<file path="config.mk">
export PLATFORM = sky130hd
export DESIGN_NAME = game_frame_decoder
export DESIGN_NICKNAME = d
export VERILOG_FILES = /design/src/game_link_pkg.sv /design/src/game_frame_decoder.sv
export SDC_FILE = /design/constraint.sdc
export NUM_CORES = 1
export LEC_CHECK = 0
export BUFFER_PORTS_ARGS = -buffer_cell sky130_fd_sc_hd__buf_2
export CAP_MARGIN = 20
export CORE_MARGIN = 2
export CORE_UTILIZATION = 45
export DETAILED_ROUTE_END_ITERATION = 12
export GPL_TIMING_DRIVEN = 1
export PLACE_DENSITY = 0.75
export SLEW_MARGIN = 20
export SYNTH_ARGS = -nofsm -noshare
export SYNTH_HDL_FRONTEND = slang
export SYNTH_SLANG_ARGS = --single-unit
</file>
<file path="constraint.sdc">
create_clock -name clk -period 3.1 [get_ports clk]
set_clock_uncertainty 0.05 [all_clocks]
set_input_delay 0.93 -clock clk [delete_from_list [all_inputs] [get_ports clk]]
set_output_delay 0.93 -clock clk [all_outputs]
set_load 0.01 [all_outputs]
</file>
<file path="src/game_link_pkg.sv">
// game link package: remote player record, decoder states and frame constants
package game_link_pkg;

    // decoded state of one remote player, as published after a full frame
    typedef struct packed {
        logic [11:0] x;                 // horizontal position
        logic [11:0] y;                 // vertical position
        logic [3:0]  hp;
        logic [3:0]  aggro;
        logic        flip_h;            // sprite faces left
        logic [1:0]  player_class;
        logic [6:0]  boss_hp;
        logic        game_start;        // taken from the last byte of the frame
    } remote_state_t;

    // position inside an 11-byte frame, named after the byte expected next
    typedef enum logic [3:0] {
        HUNT,                           // waiting for the header byte
        X_LO,
        X_HI,
        Y_LO,
        Y_HI,
        HP,
        AGGRO,
        FLIP,
        CLASS,
        BOSS_HP,
        START                           // final byte, publishes the record
    } frame_state_t;

    // ascii 'D' opens every frame
    localparam logic [7:0] FRAME_HEADER = 8'h44;

    // header plus ten payload bytes
    localparam int FRAME_BYTES = 11;

endpackage

</file>
<file path="src/game_frame_decoder.sv">
// frame decoder: walks the 11-byte frame and publishes one remote player record
`timescale 1ns/1ps

module game_frame_decoder
    import game_link_pkg::*;
(
    input  logic          clk,
    input  logic          rst,
    input  logic [7:0]    rx_byte,
    input  logic          rx_strobe,
    output remote_state_t state_out,
    output logic          frame_done
);

    frame_state_t  state;
    remote_state_t hold;                        // fields of the frame in flight
    remote_state_t publish;

    // the final byte carries game start, so it bypasses the holding record
    always_comb begin
        publish            = hold;
        publish.game_start = rx_byte[0];
    end

    // field capture, unused bits of each byte are dropped
    always_ff @(posedge clk) begin
        if (rx_strobe) begin
            case (state)
                HUNT: begin
                    if (rx_byte == FRAME_HEADER) begin
                        hold <= '0;             // fresh frame
                    end
                end
                X_LO:    hold.x[7:0]       <= rx_byte;
                X_HI:    hold.x[11:8]      <= rx_byte[3:0];
                Y_LO:    hold.y[7:0]       <= rx_byte;
                Y_HI:    hold.y[11:8]      <= rx_byte[3:0];
                HP:      hold.hp           <= rx_byte[3:0];
                AGGRO:   hold.aggro        <= rx_byte[3:0];
                FLIP:    hold.flip_h       <= rx_byte[0];
                CLASS:   hold.player_class <= rx_byte[1:0];
                BOSS_HP: hold.boss_hp      <= rx_byte[6:0];
                default: ;
            endcase
        end
    end

    // position in frame, record publish and done pulse
    always_ff @(posedge clk) begin
        if (rst) begin
            state      <= HUNT;
            state_out  <= '0;
            frame_done <= 1'b0;
        end else begin
            frame_done <= 1'b0;
            if (rx_strobe) begin
                case (state)
                    HUNT: begin
                        if (rx_byte == FRAME_HEADER) begin
                            state <= X_LO;
                        end
                    end
                    X_LO:    state <= X_HI;
                    X_HI:    state <= Y_LO;
                    Y_LO:    state <= Y_HI;
                    Y_HI:    state <= HP;
                    HP:      state <= AGGRO;
                    AGGRO:   state <= FLIP;
                    FLIP:    state <= CLASS;
                    CLASS:   state <= BOSS_HP;
                    BOSS_HP: state <= START;
                    START: begin
                        state_out  <= publish;  // whole record at once
                        frame_done <= 1'b1;
                        state      <= HUNT;
                    end
                    default: state <= HUNT;
                endcase
            end
        end
    end

endmodule

</file>
==> reports/summary.txt <==
Seq/Total Area, Yosys: 0.567
Resized cells post-CTS: 0
Top-area cell type share of the netlist area: 0.322
Clock Tree Root: clkbuf_8
Post-Syn Area: 3920 um2
Final worst slack: 0.964 ns
Die area: 9470 um2
P per Cell Area: 490 nW/um2
Total wire length: 7600 um
DP HPWL: 5410 um
Vias per std cell: 4.99
ANT nets after route: 0
Fin crit period: 2.14 ns
Largest cells by area after synthesis: edfxtp_1, dfxtp_1, nand2b_1
Largest fanout on the critical path: 8
Sequential Power Share: 0.558
WS Path Type: in -> reg
# rows: 34
Clock Path Buffers: 2
1st-iter DRT viols: 141
P_int: 0.00176 W
Worst Path Arrival: 2.09 ns
Syn Area/Cell: 11.6 um2
R2R Path End: state_out[34]
Final layout net count: 399
Gr usage total: 0.164
Area Growth Syn to Fin: 15.1%
Syn Nets: 348
GRT overflow: 0
Residual DRC: 0
Clock slew at reported path FFs: 0.09 ns
FF-to-FF path depth: 4
Worst slew pin tran: 0.631 ns
Critical Path Sink: hold[41]
Fill cell count: 783
Largest net degree at the start of global routing: 53
Number of global-route vias before repair: 2444
Initial Utilization: 0.456
Pre-CTS setup slack: 0.576 ns
Hold-fix buffers at CTS: 0
RSZ-0062 raised after global routing: no
Total CTS buffers: 9
Final worst path period share: 0.689
Number of max-cap violations: 0
Leakage: 1.76 nW
Normalized max-slew margin: 0.576
H-tree depth: 3
Req. time, crit path: 3.06 ns
RR Startpoint: state[1]
WL per Instance: 15.2 um
Placed insts: 485
Logic pwr share: 0.029
Placer Congestion: 0.838
I/O pins: 55
Commonest cells after routing, fill and taps aside: nand2b_1, buf_2, dfxtp_1, mux2i_1, edfxtp_1
CP Capture Type: flip-flop
Critical Path Start Type: input pin
Netlist cell types: 31
DIE WIDTH: 97.3 um
Die Span Y: 97.3 um
Commonest non-fill, non-tap cell in the layout: nand2b_1
Fmax achieved: 0.468 GHz
Post-CTS Setup Repair Bufs: 0
Final Hold Viols: 0
Antenna cells: 0
CTS tree: yes
Initial antenna violation count: 0
Worst-Skew Late Latency: 0.36 ns
Outcome: completed
Min-Delay Path Class: reg -> reg
Fin. max-slew vios: 0
First-pass GRT wire length: 12100 um
Syn. warnings: 0
Sw frac: 0.201
Drt pass-1 iters: 5
Worst vdd ir: 0.000202 V
Post-synth top area cell: edfxtp_1
Reg2reg setup slack: 1.10 ns
Core Box Area: 8590 um2
#FFs+latches synth: 90
Post-route insts no fill: 501
PortBufs: 54
Switching Power: 0.000444 W
Fin Setup TNS: 0 ns
Proportion of layout cells with a drive suffix above 1: 0.209
Clk sinks: 90
Critical path launch point: rx_byte[0]
Via count: 2502
Final number of setup-violating endpoints: 0
Clock share of power: 0.413
Post-Syn Instances: 337
## power groups by stage
stage / clock network (W) / registers (W) / logic, W
2_1_floorplan: 0 / 0.00126 / 0.0000401
3_3_place_gp: 0 / 0.00126 / 0.0000634
3_5_place_dp: 0 / 0.00126 / 0.0000651
4_1_cts: 0.000939 / 0.00123 / 0.0000649
5_1_grt: 0.000972 / 0.00123 / 0.0000706
6_report: 0.000913 / 0.00123 / 0.0000643
## worst min-delay path by stage
stage | startpoint | end | slack [ns] | cells past startpoint
2_1_floorplan | hold[10] | state_out[10] | 0.44 | 2
3_3_place_gp | state_out[8] | state_out[8] | 0.41 | 2
3_5_place_dp | state_out[22] | state_out[22] | 0.41 | 2
4_1_cts | state_out[22] | state_out[22] | 0.43 | 2
5_1_grt | state_out[2] | state_out[2] | 0.45 | 2
6_report | state_out[22] | state_out[22] | 0.42 | 2
## synthesized netlist by cell type (all sizes together)
library cell / n
nor2: 4
and2: 24
dfxtp: 48
nand2: 7
nor3b: 2
nand3: 1
and4bb: 1
o21ai: 3
nor3: 6
clkbuf: 13
xor2: 2
a21oi: 9
or4: 1
nor4b: 3
nand4: 1
mux2i: 43
or3: 1
nor4: 6
xnor2: 1
and3: 15
a211o: 1
edfxtp: 42
buf: 8
inv: 2
nor2b: 4
nand2b: 89
## sequential cells by signal, indices dropped and copies added (netlist names)
name / cells
state_out: 43
hold: 42
frame_done: 1
state: 4
## final cells by class
class | count | area (um2) | share of cell area
Multi-Input combinational cell | 224 | 1570 | 0.349
Tap cell | 108 | 135 | 0.0300
Sequential cell | 90 | 2220 | 0.493
Timing Repair Buffer | 61 | 335 | 0.0744
Clock buffer | 10 | 149 | 0.0330
Clock inverter | 6 | 86.3 | 0.0192
Inverter | 2 | 7.51 | 0.00167
## per-stage QoR
step	hold WS (ns)	power (W)	area [um2]	util
2_1_floorplan	0.441	0.00130	3920	-
3_3_place_gp	0.409	0.00132	4270	0.497
3_5_place_dp	0.412	0.00132	4270	0.497
4_1_cts	0.426	0.00224	4510	0.525
5_1_grt	0.447	0.00227	4510	0.525
6_report	0.420	0.00221	4510	0.525
## worst max-delay path, stage by stage
cell     delay (ns)
buf_2          0.16
nor4b_4        0.41
a21oi_1        0.12
nor3_1         0.47
## per-layer routing
layer / wire length (um) / part of all wire / vias to the layer above / GRT usage
met5: 0 / 0 / - / 0
met3: 372 / 0.049 / 17 / 0.0324
met1: 3160 / 0.42 / 1160 / 0.196
met2: 3870 / 0.51 / 73 / 0.280
met4: 203 / 0.027 / 0 / 0.0876
li1: - / - / 1252 / -
## kinds of logic (layout without fill, tap and decap cells)
logic type,Yosys count,count (layout),synth area share
AO/OA/AOI/OAI,13,13,0.0176
XOR/XNOR,3,3,0.00671
buffers and inverters,23,79,0.0313
flip-flops,90,90,0.567
multiplexers,43,43,0.110
AND/OR/NAND/NOR,165,165,0.267
Power figures use the tool's default switching activity.
