[src/uart_byte_rx.sv]
// 8N1 serial byte receiver, 16x oversampled on the shared tick, drops bad stop bits
`timescale 1ns/1ps

module uart_byte_rx (
    input  logic       clk,
    input  logic       rst,
    input  logic       tick,
    input  logic       rxd,
    output logic [7:0] rx_byte,
    output logic       rx_strobe
);

    typedef enum logic [1:0] {
        RX_IDLE,
        RX_START,
        RX_DATA,
        RX_STOP
    } rx_state_t;

    rx_state_t  state;
    logic [1:0] sync;                           // 2-flop synchronizer
    logic       rxd_s;
    logic       armed;                          // line seen high since last byte
    logic [3:0] tick_cnt;
    logic [2:0] bit_cnt;
    logic [7:0] data_sr;

    assign rxd_s   = sync[1];
    assign rx_byte = data_sr;                   // stable until the next data bit

    always_ff @(posedge clk) begin
        if (rst) begin
            sync <= 2'b11;                      // idle line level
        end else begin
            sync <= {sync[0], rxd};
        end
    end

    // data shift register, LSB arrives first
    always_ff @(posedge clk) begin
        if (state == RX_DATA && tick && tick_cnt == 4'd15) begin
            data_sr <= {rxd_s, data_sr[7:1]};
        end
    end

    always_ff @(posedge clk) begin
        if (rst) begin
            state     <= RX_IDLE;
            armed     <= 1'b0;
            tick_cnt  <= '0;
            bit_cnt   <= '0;
            rx_strobe <= 1'b0;
        end else begin
            rx_strobe <= 1'b0;
            if (tick) begin
                case (state)
                    RX_IDLE: begin
                        if (rxd_s) begin
                            armed <= 1'b1;
                        end else if (armed) begin
                            state    <= RX_START;   // this tick is tick 1 of start
                            tick_cnt <= 4'd1;
                        end
                    end
                    RX_START: begin
                        if (tick_cnt == 4'd7) begin
                            tick_cnt <= '0;
                            bit_cnt  <= '0;
                            if (!rxd_s) begin
                                state <= RX_DATA;   // start confirmed mid-bit
                            end else begin
                                state <= RX_IDLE;   // glitch, false start
                            end
                        end else begin
                            tick_cnt <= tick_cnt + 1'b1;
                        end
                    end
                    RX_DATA: begin
                        tick_cnt <= tick_cnt + 1'b1;    // wraps to 0 after the sample
                        if (tick_cnt == 4'd15) begin
                            bit_cnt <= bit_cnt + 1'b1;
                            if (bit_cnt == 3'd7) begin
                                state <= RX_STOP;
                            end
                        end
                    end
                    RX_STOP: begin
                        tick_cnt <= tick_cnt + 1'b1;
                        if (tick_cnt == 4'd15) begin
                            rx_strobe <= rxd_s;     // framing error drops the byte
                            armed     <= 1'b0;      // wait for high after a low stop
                            state     <= RX_IDLE;
                        end
                    end
                    default: state <= RX_IDLE;
                endcase
            end
        end
    end

endmodule

[config.mk]
export PLATFORM = sky130hd
export DESIGN_NAME = uart_byte_rx
export DESIGN_NICKNAME = d
export VERILOG_FILES = /design/src/uart_byte_rx.sv
export SDC_FILE = /design/constraint.sdc
export NUM_CORES = 1
export LEC_CHECK = 0
export BUFFER_PORTS_ARGS = -buffer_cell sky130_fd_sc_hd__buf_2
export CAP_MARGIN = 0
export CORE_MARGIN = 5
export CORE_UTILIZATION = 50
export CTS_CLUSTER_SIZE = 8
export DETAILED_ROUTE_END_ITERATION = 8
export PLACE_DENSITY_LB_ADDON = 0.12
export SLEW_MARGIN = 20
export SYNTH_ARGS = -nofsm -noshare
export SYNTH_HDL_FRONTEND = slang
export SYNTH_SLANG_ARGS = --single-unit
[constraint.sdc]
create_clock -name clk -period 1.5 [get_ports clk]
set_input_delay 0.15 -clock clk [delete_from_list [all_inputs] [get_ports clk]]
set_output_delay 0.15 -clock clk [all_outputs]
set_load 0.01 [all_outputs]
==> results.yml, run 1 <==
clock_tree:
  cts-root-buf: "clkbuf_4"
  numCtsBuffers: 3
  cts.reportedPaths.clkPinSlew_ps: 110
  htree_levels: 1
  cts_tree: "yes"
  cts_buffer_depth: 2
  clock_sinks: 21
  clk_latency_ps: 290
finish:
  final_nets: 111
  diodes: 0
  area_growth_pct: 15.9
  layout-drive-gt1-share_pct: 34.0
  final_area_um2: 1100
  fillers: 162
setup_path:
  worstPathCellList: "ha_4 > and2_4 > o2111ai_1 > a21oi_2 > mux2_4"
  critical-path-top-delay-family: "flip-flops"
  cpPeakStageDelay_ps: 390
  cp.required_ps: 1700
  worstSetupPathType: "flop to flop"
  crit_fanout: 5
  startpoint_type: "flop"
  worst-path-buf-inv: 0
  cp_data_arrival_time_ps: 1660
  cpMaxStageDelayCell: "dfxtp_2"
  cp-end-kind: "flop"
placement:
  port_buffers: 12
  placed_cell_area_um2: 1040
  dpl.hpwl_um: 1270
  gp_congestion: 0.831
floorplanning:
  chipWidth_um: 53.6
  die_h_um: 53.6
  start_util_pct: 54.0
  io_pins: 13
  core-area_um2: 1760
  placementRows: 15
  die-area_um2: 2880
route:
  dr_total_vias: 710
  drc: 0
  post_drt_wl_per_cell_um: 14.3
  avgViaCountPerCell: 5.55
  ant_nets: 0
  drt-initial-drc-count: 22
  wl_um: 1830
  dr.pass1.iters: 4
logic_synthesis:
  ys_seq_elements: 21
  yosys_most_used_dff: "dfxtp_1"
  synth-async-reset-ratio_pct: 0
  synth.top_cell.area_share_pct: 27.3
  syn_area_um2: 952
  synthCells: 87
  ys_types: 39
  synth_edf_count: 8
  yosys_warnings: 0
  synth_area_leader_cell: "dfxtp_1"
  syn_avg_cell_area_um2: 10.9
  ys_top_cells_by_area: "dfxtp_1 27%, edfxtp_1 25%, ha_1 3.9%"
  synthesis.nets: 94
  synth_seq_area_share_pct: 52.6
grt:
  grt_pass1_vias: 688
  antenna_found_initial: 0
  overflow: 0
  grt_max_degree: 15
  grt_pass1_wl_um: 3040
  grt_usage_pct: 14.4
timing:
  max_slew_margin_pct: 79.7
  min_period_over_period_pct: 97.6
  slew_violations: 0
  fin_skew_ps: 5.87
  setup_viol_count_final: 0
  fin_crit_ps: 1460
  clock.fmax_mhz: 683
  worst_pin_slew_ps: 304
  report.final.hold_viol_count: 0
hold_path:
  hp-class: "primary input to flop"
outcome:
  status: "completed"
pwr:
  power.density_nw_per_um2: 827
  p_total_w: 0.000912
  peakVddDrop_mv: 0.578
  p_leak_nw: 0.422
flow_run:
  cap_violations: 0
-- sequential cells by signal, indices dropped and copies added, names as in the netlist, named ones only --
register,flops
state,1
rx_byte,8
armed,1
sync,2
bit_cnt,3
tick_cnt,4
rx_strobe,1
-- worst paths after layout --
check | startpoint | to | slack (ps) | depth (start not counted)
worst max-delay path | tick_cnt[0] | state[0] | 40 | 5
worst min-delay path | rxd | sync[0] | 30 | 2
worst max register to register | tick_cnt[0] | state[0] | 40 | 5
worst min register to register | sync[0] | sync[1] | 430 | 1
-- per-layer routing --
| metal | vias up | global-route usage (%) | share of wire (%) |
|---|---|---|---|
| li1 | 349 | - | - |
| met1 | 338 | 17.8 | 43 |
| met2 | 21 | 24.5 | 52 |
| met3 | 2 | 3.32 | 4.8 |
| met4 | 0 | 5.11 | 0.77 |
| met5 | - | 0 | 0 |
-- cell usage after synthesis, types with 2 or more instances --
cell type	count
dfxtp_1	13
nor2_1	10
edfxtp_1	8
a21oi_1	7
nand2_1	4
and2_1	3
ha_1	3
or2_2	3
a2bb2oi_1	2
buf_4	2
mux2i_1	2
nor3_1	2
o21ai_0	2
-- logic make-up (layout without fill, tap and decap cells) --
kind of cell	Yosys count	in the layout	synth area share [%]
mux	3	3	3.68
compound gates	18	18	14.2
fa+ha+maj	3	3	3.94
simple gates	37	37	22.1
flops	21	21	52.6
buf+inv	5	21	3.55
-- power by group --
group	leakage (nW)	switching, W	internal (W)
clock network	0.0177	0.000161	0.0000991
logic	0.226	0.0000275	0.0000229
registers	0.178	0.00000677	0.000595
-- worst register-to-register path, stage by stage (launching register included) --
cell and delay, ps:
dfxtp_2 390, ha_4 170, and2_4 160, o2111ai_1 140
a21oi_2 210, mux2_4 310
-- area by class of cell --
class,instances,area (um^2),area share (%)
Sequential cell,21,503,45.6
Timing Repair Buffer,16,90.1,8.16
Clock inverter,1,5.00,0.454
Tap cell,25,31.3,2.83
Inverter,1,3.75,0.340
Multi-Input combinational cell,61,448,40.6
Clock buffer,3,22.5,2.04
-- placed cells by master (no fill, tap or decap), types with 2 or more instances in the layout --
master / count
dfxtp_2: 2
ha_1: 2
buf_2: 12
nand2_1: 3
dfxtp_1: 11
clkbuf_4: 3
and2_4: 2
buf_4: 4
mux2i_1: 2
a21oi_1: 7
nor3_1: 2
or2_2: 3
nor2_1: 10
and2_1: 2
o21ai_0: 2
a2bb2oi_1: 2
edfxtp_1: 8
-- through the flow --
| stage | utilization, % | instances | TNS, ps | hold slack, ps | setup WS, ps |
|---|---|---|---|---|---|
| after floorplan | - | 87 | 0 | 219 | 103 |
| after global routing | 62.6 | 128 | -3.31 | 32.2 | -3.31 |
| after CTS | 60.6 | 127 | 0 | 29.3 | 7.04 |
| after detailed placement | 58.7 | 123 | -32.5 | 340 | -32.5 |
| final | 62.6 | 128 | 0 | 35.0 | 36.2 |
| after global placement | 58.7 | 123 | 0 | 336 | 57.3 |
-- what timing repair did --
item,4_1_cts,5_1_grt
setup endpoints to repair,3,4
buffers inserted,0,1
cloned,0,0
hold buffers,0,0
pin swaps,0,1
resized for setup,3,4
No activity file was read; power rests on OpenSTA's default activity.
==> run 2, diff against run 1 <==
- HOLD_SLACK_MARGIN: unset -> 0.05
==> results.yml, run 2 (same netlist as run 1, synthesis figures left out) <==
pwr:
  power.density_nw_per_um2: 821
  switchingPower_w: 0.000196
  intPower_w: 0.000719
  swShare_pct: 21.4
  p_clk_share_pct: 28.4
  p_seq_share_pct: 65.8
  p_total_w: 0.000914
  peakVddDrop_mv: 0.567
  p_comb_share_pct: 5.7
  p_leak_nw: 0.426
finish:
  area_growth_pct: 17.0
  final_nets: 112
  layout-drive-gt1-share_pct: 33.7
  layout_commonest_cell: "buf_2"
  diodes: 0
  largest_reg_flops: 8
  layout_common_cells: "12 x buf_2, 11 x dfxtp_1, 10 x nor2_1"
  utilization_pct: 63.1
timing:
  worst_pin_slew_ps: 304
  clock.fmax_mhz: 683
  setup_ws_ps: 36.2
  fin_crit_ps: 1460
  slew_violations: 0
  fin_skew_ps: 5.96
  max_slew_margin_pct: 79.7
  report.final.hold_viol_count: 0
  setup_tns_ps: 0
  setup_viol_count_final: 0
  min_period_over_period_pct: 97.6
  worst_hold_slack_ps: 193
floorplanning:
  io_pins: 13
  placementRows: 15
  chipWidth_um: 53.6
  start_util_pct: 54.0
  die_h_um: 53.6
  core-area_um2: 1760
  die-area_um2: 2880
setup_path:
  reg2reg_depth: 5
  rr_endpoint: "state[0]"
  cp-end-kind: "flop"
  worstPathCellList: "ha_4 > and2_4 > o2111ai_1 > a21oi_2 > mux2_4"
  ff2ff_setup_slack_ps: 40
  cp.required_ps: 1700
  cp_data_arrival_time_ps: 1660
  regToRegStartpoint: "tick_cnt[0]"
  crit_fanout: 5
  cpPeakStageDelay_ps: 390
  worstSetupPathType: "flop to flop"
  startpoint_type: "flop"
  cpMaxStageDelayCell: "dfxtp_2"
placement:
  port_buffers: 12
  gp_congestion: 0.831
  dpl.hpwl_um: 1270
  place_ws_ps: -32.5
route:
  ant_nets: 0
  wl_um: 1840
  dr.pass1.iters: 4
  drt-initial-drc-count: 22
  avgViaCountPerCell: 5.53
  dr_total_vias: 714
  drc: 0
  post_drt_wl_per_cell_um: 14.3
clock_tree:
  numCtsBuffers: 3
  cts-root-buf: "clkbuf_4"
  cts.reportedPaths.clkPinSlew_ps: 110
  htree_levels: 1
  cts_buffer_depth: 2
  cts_tree: "yes"
  clock_sinks: 21
  clk_latency_ps: 290
grt:
  grtUsageMet1_pct: 17.9
  grt_pass1_vias: 691
  grt_usage_pct: 14.5
  busiest_layer: "met2"
  grt_pass1_wl_um: 3060
  gr-usage-met2_pct: 24.5
  met3_usage_pct: 3.32
  antenna_found_initial: 0
  overflow: 0
  grt_max_degree: 15
hold_path:
  hold_depth: 2
  holdPathEnd: "bit_cnt[2]"
  worstHoldStart: "rst"
  hp-class: "primary input to flop"
flow_run:
  cap_violations: 0
outcome:
  status: "completed"
==> run 2: changes by cell type in the layout (fill, tap and decap cells not counted) <==
cell / change
dlygate4sd3_1: +1
==> run 2: critical path: cells and delay by family, from the launching register on <==
kind	cells	cell delay [ps]
multiplexers	1	300
AO/OA/AOI/OAI	2	350
flip-flops	1	390
adder cells (fa/ha/maj)	1	170
AND/OR/NAND/NOR	1	160
==> run 2: worst max path at each step <==
| stage | from | to | cells past startpoint |
|---|---|---|---|
| 6_report | tick_cnt[0] | state[0] | 5 |
| 3_3_place_gp | tick_cnt[0] | state[0] | 5 |
| 5_1_grt | tick_cnt[0] | state[0] | 5 |
| 4_1_cts | tick_cnt[1] | state[0] | 5 |
| 3_5_place_dp | tick_cnt[0] | state[0] | 5 |
| 2_1_floorplan | tick_cnt[0] | state[0] | 5 |
==> run 2: cell type report <==
type | instances | area (um^2)
Fill cell | 162 | 651
Sequential cell | 21 | 503
Multi-Input combinational cell | 61 | 448
Clock inverter | 1 | 5.00
Inverter | 1 | 3.75
Tap cell | 25 | 31.3
Timing Repair Buffer | 17 | 100
Clock buffer | 3 | 22.5
==> run 2: through the flow <==
stage	std cells	cell area [um^2]
6_report	129	1110
2_1_floorplan	87	952
3_5_place_dp	123	1040
4_1_cts	128	1080
5_1_grt	129	1110
3_3_place_gp	123	1040
==> run 2: power by group through the flow <==
stage	combinational [W]	clock [W]	sequential, W
6_report	0.0000525	0.000260	0.000602
5_1_grt	0.0000584	0.000299	0.000604
4_1_cts	0.0000491	0.000271	0.000601
3_5_place_dp	0.0000469	0	0.000613
3_3_place_gp	0.0000463	0	0.000613
2_1_floorplan	0.0000347	0	0.000612
==> run 2: what timing repair did <==
action / 4_1_cts / 5_1_grt
setup endpoints to repair: 3 / 4
endpoints found under the hold margin: 1 / 0
resized for setup: 3 / 4
pin swaps: 0 / 1
buffers inserted: 0 / 1
hold buffers: 1 / 0
==> run 2: routing by layer <==
metal / wire [um] / vias up
li1: - / 351
met1: 783 / 340
met2: 956 / 21
met3: 87 / 2
met4: 14 / 0
met5: 0 / -
